### config.mk
export PLATFORM = sky130hd
export DESIGN_NAME = i2c_byte_shift
export DESIGN_NICKNAME = d
export VERILOG_FILES = /design/src/hw/eeprom_pkg.sv /design/src/hw/i2c_byte_shift.sv
export VERILOG_INCLUDE_DIRS = /design/src /design/src/hw
export SDC_FILE = /design/constraint.sdc
export NUM_CORES = 1
export LEC_CHECK = 0
export BUFFER_PORTS_ARGS = -buffer_cell sky130_fd_sc_hd__buf_2
export CAP_MARGIN = 15
export CORE_ASPECT_RATIO = 1.4
export CORE_MARGIN = 1.5
export CORE_UTILIZATION = 40
export CTS_CLUSTER_DIAMETER = 100
export DETAILED_ROUTE_END_ITERATION = 7
export PLACE_DENSITY = 0.62
export SLEW_MARGIN = 30
export SYNTH_ARGS = -nofsm -noshare
export SYNTH_HDL_FRONTEND = slang
export SYNTH_SLANG_ARGS = --single-unit
export TNS_END_PERCENT = 1
### constraint.sdc
create_clock -name CLK -period 1.69 [get_ports CLK]
set_input_delay 0.169 -clock CLK [delete_from_list [all_inputs] [get_ports CLK]]
set_output_delay 0.169 -clock CLK [all_outputs]
set_load 0.05 [all_outputs]
### src/hw/eeprom_consts.svh
`ifndef EEPROM_CONSTS_SVH
`define EEPROM_CONSTS_SVH

// byte address, 2048 bytes in 8 blocks of 256
`define EEPROM_ADDR_W 11

`define EEPROM_DATA_W 8

// device type code at the head of every control byte
`define EEPROM_DEV_CODE 4'b1010

`define EEPROM_DEPTH 2048

`endif
### src/hw/eeprom_pkg.sv
package eeprom_pkg;

    // controller steps, one per transaction phase
    typedef enum logic [3:0] {
        IDLE,
        READY,
        WRITE_START,
        CTRL_WRITE,
        ADDR_WRITE,
        DATA_WRITE,
        READ_START,     // repeated start of a random read
        CTRL_READ,
        DATA_READ,
        STOP,
        ACKN
    } ctrl_state_t;

    typedef enum logic [1:0] {
        SHIFT_IDLE,
        SHIFT_TX,
        SHIFT_RX
    } shift_mode_t;

    typedef enum logic {OP_WRITE, OP_READ} eeprom_op_t;

endpackage

### src/hw/i2c_byte_shift.sv
`timescale 1ns/1ps
`include "eeprom_consts.svh"

module i2c_byte_shift
    import eeprom_pkg::*;
(
    input  logic                      CLK,
    input  logic                      RESET,
    input  logic                      scl,
    input  logic                      go,
    input  shift_mode_t               mode,
    input  logic [`EEPROM_DATA_W-1:0] tx_byte,
    input  logic                      sda_in,
    output logic                      sda_low,
    output logic                      done,
    output logic [`EEPROM_DATA_W-1:0] rx_byte
);

    localparam logic [2:0] LAST_BIT = 3'(`EEPROM_DATA_W - 1);

    shift_mode_t               act;
    logic [2:0]                cnt;    // data slot in progress
    logic [`EEPROM_DATA_W-1:0] sr;

    // slots advance on scl low, the ninth slot is always released
    always_ff @(posedge CLK)
    begin
        if (RESET)
        begin
            act     <= SHIFT_IDLE;
            cnt     <= '0;
            sda_low <= 1'b0;
            done    <= 1'b0;
        end
        else
        begin
            done <= 1'b0;
            if (act == SHIFT_IDLE)
            begin
                if (go && !scl)
                begin
                    act     <= mode;
                    cnt     <= '0;
                    sda_low <= (mode == SHIFT_TX) && !tx_byte[`EEPROM_DATA_W-1];  // msb first
                end
            end
            else if (!scl)
            begin
                if (cnt == LAST_BIT)
                begin
                    // ack slot for tx, nack for rx
                    act     <= SHIFT_IDLE;
                    sda_low <= 1'b0;
                    done    <= 1'b1;
                end
                else
                begin
                    cnt     <= cnt + 3'd1;
                    sda_low <= (act == SHIFT_TX) && !sr[`EEPROM_DATA_W-2];
                end
            end
        end
    end

    always_ff @(posedge CLK)
    begin
        if (act == SHIFT_IDLE && go && !scl)
            sr <= tx_byte;
        else if (act == SHIFT_TX && !scl)
            sr <= {sr[`EEPROM_DATA_W-2:0], 1'b0};
        else if (act == SHIFT_RX && scl)
            sr <= {sr[`EEPROM_DATA_W-2:0], sda_in};  // sample mid high phase
    end

    assign rx_byte = sr;

    a_done_pulse: assert property (@(posedge CLK) disable iff (RESET)
        done |=> !done)
        else $error("shifter done held for more than one cycle");

    // a change seen now was made one cycle ago, scl must have been low then
    a_sda_scl_low: assert property (@(posedge CLK) disable iff (RESET)
        $changed(sda_low) |-> !$past(scl))
        else $error("shifter moved sda while scl was high");

endmodule

==> metrics.txt <==
clock root cell=clkbuf_4; worst hold path type=input port to flip-flop; H-tree levels=1; critical path class=flip-flop to flip-flop; simple-gate area share of the yosys netlist=24.2%; post-synthesis mux area share=0%; worst r2r src=act[0]; syn nets=98; RSZ-0062 raised after global routing=false; slew of the pin with the lowest slew margin=508 ps; worst-path cell chain=or4b_4, nand2_1, nand2_1; Leakage=0.424 nW; FF+latch area=380 um2; worst skew pair latency=290 ps; multi-input logic area=345 um2; max-slew violation count=0; Post-CTS Hold Buffers=0; Die Y=55.1 um; Slew HR=66.0%; Fillers=181; TNS Setup=0 ps; CTS tree=built; via/cell ratio=5.10; Switch Pwr=0.251 mW; vias in the first global route=525; Cell Pwr Density=875 nW/um2; CTS buffer count=3; Initial DRT Pass Iterations=4; num rows=18; final worst slack=262 ps; Fin Clk Skew=0.415 ps; fin cells=126; most used cell, CP=nand2_1; initial antenna violation count=0; CP required=1750 ps; post-synthesis compound-gate area fraction=15.5%; crit path max-delay cell type=or4b_4; syn_area_per_cell=9.70 um2; Pint=0.560 mW; Hold WS=123 ps; largest net degree at the start of global routing=13; Post-Syn Area=776 um2; max-cap viol count=0; starting density of the core=43.1%; register area share after synthesis=49.0%; Place WS=265 ps; startpoint class of the critical path=flip-flop; Yosys reg bits=15; post-cts sizing count=0; I/O pin count=25; RePlAce Congestion=0.755; placed inst area=901 um2; port buffer count=24; crit-path max cell delay=630 ps; CTS clk-pin slew, worst paths=90 ps; Sw Ratio=31.0%; Chip Width=40.2 um; layout cell share with drive strength beyond 1=29.2%; post-route cell area=927 um2; Core ar.=1800 um2; fin crit share=84.5%; post-CTS setup buffers=0; Synth Area in XOR/XNOR=0%; post-synthesis adder-cell area fraction=4.84%; CP bufs+invs=0; Placed Cells=122; Sequential Power Share=52.5%; nets@finish=125; aggregate global-route resource usage=15.0%; Crit Path Max Fanout=10; launch point of the worst path=act[0]; Largest delay share family, worst path=simple AND/OR/NAND/NOR gates; routed len/inst=12.0 um; run status=finished, final reports clean; # diodes=0; min Tclk post-route=1430 ps; synthesis-to-layout area growth=19.5%; VDD IR max=0.000433 V; worst hold start=RESET; routed wire length=1510 um; synth unique cells=24; Synthesis Warnings=0; initial detailed-routing violation count=6; Final ANT Viol Nets=0; first-pass GRT wire length=2230 um; CP endpoint kind=flip-flop; Vias=643; combinational power share=21.5%; Fin. Hold Viols=0; HPWL after DPL=1170 um; cell count after synthesis=80; Critical Path AT=1480 ps; Final Setup Violations=0; CTS Buffer Depth=2; FMAX=700 MHz; clock sink count=15; largest family of logic cells by synthesized area=simple AND/OR/NAND/NOR gates; Clk pwr share=25.9%; Die Area=2220 um2; total gr overflow=0; DRC=0
## final timing paths
path | cells past startpoint | slack [ps] | end
min | 2 | 120 | cnt[0]
max | 3 | 260 | rx_byte[3]
max reg2reg | 3 | 260 | rx_byte[3]
min reg2reg | 2 | 520 | cnt[0]
## cell type report
type	count	share of cell area, %
tap	20	2.70
sequential	15	41.0
timing repair buffer	26	14.6
multi-input combinational	57	37.2
clock buffer	4	2.83
inverter	4	1.62
## state kept, by name, indices dropped and copies added, names as in the netlist
name     count
rx_byte      8
cnt          3
act          2
done         1
sda_low      1
## power by group through the flow
stage                     combinational (mW)  sequential, mW  clock, mW
after floorplan                       0.0714           0.492          0
after global placement                 0.175           0.435          0
after detailed placement               0.176           0.435          0
after CTS                              0.177           0.427      0.212
after global routing                   0.190           0.430      0.228
final                                  0.175           0.426      0.210
## cell usage after synthesis
library cell,count,area (um2)
a22oi_1,2,15.0
buf_6,2,22.5
o2111ai_1,2,17.5
nor3b_1,2,15.0
or4b_4,1,13.8
nor2_1,4,15.0
o41ai_1,2,17.5
nand2b_1,1,6.26
and2_1,1,6.26
nand2_1,22,82.6
ha_1,3,37.5
edfxtp_1,8,240
nor4bb_1,1,10.0
o22ai_1,1,6.26
o21bai_1,2,15.0
inv_1,4,15.0
nor4b_4,1,23.8
a2111oi_0,1,8.76
o21ai_0,6,30.0
buf_2,1,5.00
nor3_1,3,15.0
dfxtp_1,7,140
buf_4,1,7.51
a21oi_1,2,10.0
## cell usage in the layout, fill, tap and decap left out, types with 2 or more instances in the layout
| cell type | n |
|---|---|
| buf_2 | 24 |
| nand2_1 | 22 |
| edfxtp_1 | 8 |
| dfxtp_1 | 7 |
| o21ai_0 | 6 |
| inv_1 | 4 |
| nor2_1 | 4 |
| nor3_1 | 3 |
| ha_1 | 3 |
| clkbuf_4 | 3 |
| a21oi_1 | 2 |
| o21bai_1 | 2 |
| nor3b_1 | 2 |
| a22oi_1 | 2 |
| o2111ai_1 | 2 |
| o41ai_1 | 2 |
| buf_4 | 2 |
## cells by family after synthesis
group	Yosys count
flip-flops	15
AND/OR/NAND/NOR	36
adder cells (fa/ha/maj)	3
AO/OA/AOI/OAI	18
buffers and inverters	8
## metrics by stage
| step | total power [mW] | utilization (%) |
|---|---|---|
| floorplan | 0.564 | - |
| global placement | 0.610 | 50.0 |
| detailed placement | 0.611 | 50.0 |
| CTS | 0.815 | 51.5 |
| global route | 0.848 | 51.5 |
| finish | 0.811 | 51.5 |
## per-layer routing
layer / vias up / GRT usage, % / share of wire, %
li1: 340 / - / -
met1: 277 / 18.3 / 46
met2: 21 / 23.7 / 46
met3: 5 / 2.40 / 5.4
met4: 0 / 10.0 / 2.2
met5: - / 0 / 0
No activity file was read; power rests on OpenSTA's default activity.
