==> src/hw/eeprom_consts.svh <==
`ifndef EEPROM_CONSTS_SVH
`define EEPROM_CONSTS_SVH

// byte address, 2048 bytes in 8 blocks of 256
`define EEPROM_ADDR_W 11

`define EEPROM_DATA_W 8

// device type code at the head of every control byte
`define EEPROM_DEV_CODE 4'b1010

`define EEPROM_DEPTH 2048

`endif
==> src/hw/eeprom_pkg.sv <==
package eeprom_pkg;

    // controller steps, one per transaction phase
    typedef enum logic [3:0] {
        IDLE,
        READY,
        WRITE_START,
        CTRL_WRITE,
        ADDR_WRITE,
        DATA_WRITE,
        READ_START,     // repeated start of a random read
        CTRL_READ,
        DATA_READ,
        STOP,
        ACKN
    } ctrl_state_t;

    typedef enum logic [1:0] {
        SHIFT_IDLE,
        SHIFT_TX,
        SHIFT_RX
    } shift_mode_t;

    typedef enum logic {OP_WRITE, OP_READ} eeprom_op_t;

endpackage

==> src/hw/eeprom_wr.sv <==
`timescale 1ns/1ps
`include "eeprom_consts.svh"

module eeprom_wr
    import eeprom_pkg::*;
(
    input  logic                      CLK,
    input  logic                      RESET,
    input  logic                      wr,
    input  logic                      rd,
    input  logic [`EEPROM_ADDR_W-1:0] addr,
    input  logic [`EEPROM_DATA_W-1:0] wr_data,
    input  logic                      sda_in,
    output logic                      scl,
    output logic                      sda_low,
    output logic                      shift_go,
    output shift_mode_t               shift_mode,
    output logic [`EEPROM_DATA_W-1:0] shift_byte,
    input  logic                      shift_done,
    input  logic [`EEPROM_DATA_W-1:0] shift_rx_byte,
    output logic                      ack,
    output logic [`EEPROM_DATA_W-1:0] rd_data
);

    ctrl_state_t               state;
    eeprom_op_t                op;
    logic                      armed;      // start/stop first half done
    logic [`EEPROM_ADDR_W-1:0] addr_q;
    logic [`EEPROM_DATA_W-1:0] data_q;
    logic                      shift_busy;

    // scl is CLK / 2, toggled on the falling edge
    always_ff @(negedge CLK)
    begin
        if (RESET)
            scl <= 1'b0;
        else
            scl <= ~scl;
    end

    always_ff @(posedge CLK)
    begin
        if (RESET)
        begin
            state    <= IDLE;
            op       <= OP_WRITE;
            armed    <= 1'b0;
            sda_low  <= 1'b0;
            shift_go <= 1'b0;
            ack      <= 1'b0;
            rd_data  <= '0;
        end
        else
        begin
            shift_go <= 1'b0;
            ack      <= 1'b0;
            case (state)
                IDLE:
                begin
                    sda_low <= 1'b0;
                    if (wr)
                    begin
                        op    <= OP_WRITE;
                        state <= READY;
                    end
                    else if (rd)
                    begin
                        op    <= OP_READ;
                        state <= READY;
                    end
                end
                READY:
                begin
                    armed <= 1'b0;
                    state <= WRITE_START;
                end
                WRITE_START, READ_START:
                begin
                    if (!scl)
                    begin
                        sda_low <= 1'b0;
                        armed   <= sda_in;  // line must be free first
                    end
                    else if (armed)
                    begin
                        sda_low  <= 1'b1;   // sda falls, scl high
                        shift_go <= 1'b1;
                        armed    <= 1'b0;
                        state    <= (state == WRITE_START) ? CTRL_WRITE : CTRL_READ;
                    end
                end
                CTRL_WRITE:
                begin
                    sda_low <= 1'b0;        // shifter owns the line now
                    if (shift_done)
                    begin
                        shift_go <= 1'b1;
                        state    <= ADDR_WRITE;
                    end
                end
                ADDR_WRITE:
                begin
                    if (shift_done)
                    begin
                        armed <= 1'b0;
                        if (op == OP_WRITE)
                        begin
                            shift_go <= 1'b1;
                            state    <= DATA_WRITE;
                        end
                        else
                            state <= READ_START;
                    end
                end
                CTRL_READ:
                begin
                    sda_low <= 1'b0;
                    if (shift_done)
                    begin
                        shift_go <= 1'b1;
                        state    <= DATA_READ;
                    end
                end
                DATA_WRITE, DATA_READ:
                begin
                    if (shift_done)
                    begin
                        armed <= 1'b0;
                        state <= STOP;
                    end
                end
                STOP:
                begin
                    if (!scl)
                    begin
                        sda_low <= 1'b1;
                        armed   <= 1'b1;
                    end
                    else if (armed)
                    begin
                        sda_low <= 1'b0;    // sda rises, scl high
                        armed   <= 1'b0;
                        state   <= ACKN;
                    end
                end
                ACKN:
                begin
                    ack <= 1'b1;
                    if (op == OP_READ)
                        rd_data <= shift_rx_byte;
                    state <= IDLE;
                end
                default: state <= IDLE;
            endcase
        end
    end

    always_ff @(posedge CLK)
    begin
        if (state == IDLE && (wr || rd))
        begin
            addr_q <= addr;
            data_q <= wr_data;
        end
    end

    // byte and mode for the go raised on entry to the current state
    always_comb
    begin
        shift_byte = '0;
        shift_mode = SHIFT_IDLE;
        case (state)
            CTRL_WRITE:
            begin
                shift_byte = {`EEPROM_DEV_CODE, addr_q[`EEPROM_ADDR_W-1:8], 1'b0};
                shift_mode = SHIFT_TX;
            end
            ADDR_WRITE:
            begin
                shift_byte = addr_q[7:0];
                shift_mode = SHIFT_TX;
            end
            DATA_WRITE:
            begin
                shift_byte = data_q;
                shift_mode = SHIFT_TX;
            end
            CTRL_READ:
            begin
                shift_byte = {`EEPROM_DEV_CODE, addr_q[`EEPROM_ADDR_W-1:8], 1'b1};
                shift_mode = SHIFT_TX;
            end
            DATA_READ: shift_mode = SHIFT_RX;
            default:   shift_mode = SHIFT_IDLE;
        endcase
    end

    // go seen without done yet
    always_ff @(posedge CLK)
    begin
        if (RESET)
            shift_busy <= 1'b0;
        else if (shift_go)
            shift_busy <= 1'b1;
        else if (shift_done)
            shift_busy <= 1'b0;
    end

    a_ack_pulse: assert property (@(posedge CLK) disable iff (RESET)
        ack |=> !ack)
        else $error("ack high for two cycles");

    a_go_idle: assert property (@(posedge CLK) disable iff (RESET)
        shift_go |-> !shift_busy)
        else $error("byte started while shifter still busy");

endmodule

==> config.mk <==
export PLATFORM = sky130hd
export DESIGN_NAME = eeprom_wr
export DESIGN_NICKNAME = d
export VERILOG_FILES = /design/src/hw/eeprom_pkg.sv /design/src/hw/eeprom_wr.sv
export VERILOG_INCLUDE_DIRS = /design/src /design/src/hw
export SDC_FILE = /design/constraint.sdc
export NUM_CORES = 1
export LEC_CHECK = 0
export BUFFER_PORTS_ARGS = -buffer_cell sky130_fd_sc_hd__buf_2
export CAP_MARGIN = 20
export CORE_MARGIN = 3
export CORE_UTILIZATION = 45
export CTS_CLUSTER_DIAMETER = 100
export DETAILED_ROUTE_END_ITERATION = 7
export GPL_ROUTABILITY_DRIVEN = 0
export HOLD_SLACK_MARGIN = 0.08
export MAX_ROUTING_LAYER = met4
export PLACE_DENSITY_LB_ADDON = 0.25
export SLEW_MARGIN = 10
export SYNTH_ARGS = -nofsm -noshare
export SYNTH_HDL_FRONTEND = slang
export SYNTH_SLANG_ARGS = --single-unit
==> constraint.sdc <==
create_clock -name CLK -period 5 [get_ports CLK]
set_input_delay 0.25 -clock CLK [delete_from_list [all_inputs] [get_ports CLK]]
set_output_delay 0.25 -clock CLK [all_outputs]
set_load 0.01 [all_outputs]
==> out/qor.yml <==
status: "finished clean"
fin_area_mm2: 0.00220
drc_errors: 0
setup_tns_ns: 0
vias: 1406
syn_avg_cell_area_um2: 11.4
nets: 250
grt_pass1_vias: 1351
synth_edf_count: 19
async_flop_share_pct: 0
final_cell_count_no_fill: 264
worstPathMaxFanout: 8
reg2reg_depth: 5
core-area_mm2: 0.00342
grtUsageTotal_pct: 20.4
postCtsSetupBuffers: 0
cp-startpoint: "scl"
dpl.cell_count: 237
worst_pin_slew_ns: 0.905
finalHoldViolCount: 0
die_h_um: 66.3
cts_buffer_depth: 2
rows: 21
root_buffer: "clkbuf_4"
drtAntennaViolNets: 0
drv_slew: 0
synthFlopType: "edfxtp_1"
grt_setup_unrepaired: "false"
worst_setup_path_end_kind: "flop"
nFillCells: 288
hold_ws_ns: 0.117
grt-ovfl-total: 0
slew_headroom_pct: 39.2
worstPathRequired_ns: 5.23
critPathKind: "reg -> reg"
port_buffers: 54
netlist.area_leader.share_pct: 34.8
synth_warnings: 0
syn_nets: 177
insertion_delay_ns: 0.38
yosys.cell_count.top_type: "edfxtp_1"
numCtsBuffers: 5
yosysSeqAreaShare_pct: 56.8
pre_cts_ws_ns: 1.26
htreeDepth: 2
setup_viol: 0
start_util_pct: 47.9
cts_tree: "yes"
cp-start-kind: "flop"
drive_gt1_share_pct: 33.5
die_w_um: 66.3
wire_per_inst_um: 14.5
antenna_cells: 0
p_leak_nw: 1.02
synth.distinct_cells: 43
yosys.area.top_type: "edfxtp_1"
postSynthCellCount: 144
layout_setup_ws_ns: 1.20
netlist_top_cells_area: "edfxtp_1 35%, dfxtp_1 22%, mux2i_1 6.1%"
die_area_mm2: 0.00440
synth_area_mm2: 0.00164
area_growth_pct: 34.5
min_from: "wr"
antenna_found_initial: 0
wl_um: 3840
grt_max_degree: 21
ys_seq_elements: 37
finalClockSkew_ns: 0.0433
yosys-top-cells-count: "19 x edfxtp_1, 18 x dfxtp_1, 16 x nor2_1, 10 x mux2i_1, 7 x a21oi_1"
dpl-instance-area_mm2: 0.00193
arrival_ns: 4.02
drt_pass1_iterations: 6
reg2reg_from: "scl"
drt-vias-per-instance: 5.33
hp-class: "in -> reg"
hpwl_um: 2450
p_per_area_mw_per_mm2: 433
path_clk_slew_ns: 0.11
first_iter_violations: 105
cts_sinks: 37
ios: 55
hold_depth: 2
grt_pass1_wl_um: 6390
drv_cap: 0
ir_drop_v: 0.000243
kinds of logic (layout without fill, tap and decap cells):
kind of cell,Yosys count,in the layout,share of synthesized area [%]
flops,37,37,56.8
fa+ha+maj,1,1,0.611
simple gates,45,45,15.9
compound gates,35,35,16.0
buf+inv,16,90,4.51
mux,10,10,6.11
flip-flops by register name (all words and copies together), names as in the netlist:
name and count:
ack 1, addr_q 11, armed 1, data_q 8, op 1, rd_data 8
scl 1, sda_low 1, shift_go 1, state 4
worst max-delay path, cell delays in order, from the launching register on:
cell and delay [ns]:
dfxtp_1 0.46, nand2_1 0.08, o21ai_0 0.13, nand3_2 0.18, a211oi_1 0.22, a211oi_1 0.08
repair_timing:
action | CTS | global route
gates resized for setup | 0 | 0
hold endpoints to repair | 19 | 0
hold buffers | 19 | 0
layer usage:
| layer | vias up | share of wire (%) | global-route usage [%] |
|---|---|---|---|
| met5 | - | 0 | - |
| met4 | 0 | 1.7 | 9.39 |
| met3 | 6 | 7.0 | 5.44 |
| met2 | 67 | 54 | 33.2 |
| met1 | 647 | 37 | 23.5 |
| li1 | 686 | - | - |
final cells by class:
class,count,area [µm²],area share [%]
flip-flops and latches,37,931,42.2
multi-input cells,91,633,28.7
repair buffers,74,468,21.2
well taps,46,57.6,2.61
clock inverters,4,50.0,2.27
clock buffers,5,37.5,1.70
inverters,7,26.3,1.19
report_power, final:
| group | switching (mW) | internal [mW] | total (mW) |
|---|---|---|---|
| Clock | 0.106 | 0.107 | 0.213 |
| Sequential | 0.0648 | 0.403 | 0.468 |
| Combinational | 0.151 | 0.121 | 0.272 |
placed cells by master (no fill, tap or decap), drive strengths merged, types with 2 or more instances in the layout:
cell type     n
a211oi        4
dfxtp        18
o21ai         6
nor2b         2
clkbuf        5
inv           8
a222oi        3
nand2         4
edfxtp       19
buf          55
mux2i        10
a21oi         7
nor4          3
dlygate4sd3  19
nor2         17
a2bb2oi       2
nand3         5
a22oi         2
nand2b        4
nor3b         2
or2           2
a221o         2
a22o          2
metrics by stage:
stage / utilization, % / total power [mW]
floorplan: - / 0.658
global placement: 56.5 / 0.721
detailed placement: 56.5 / 0.734
CTS: 64.5 / 0.953
global route: 64.5 / 1.02
finish: 64.5 / 0.953
final timing paths:
path / to / slack, ns
hold / removal: op / 0.12
setup / recovery: state[0] / 1.20
setup reg to reg: state[0] / 1.20
hold reg to reg: rd_data[5] / 0.51
Power figures use the tool's default switching activity.
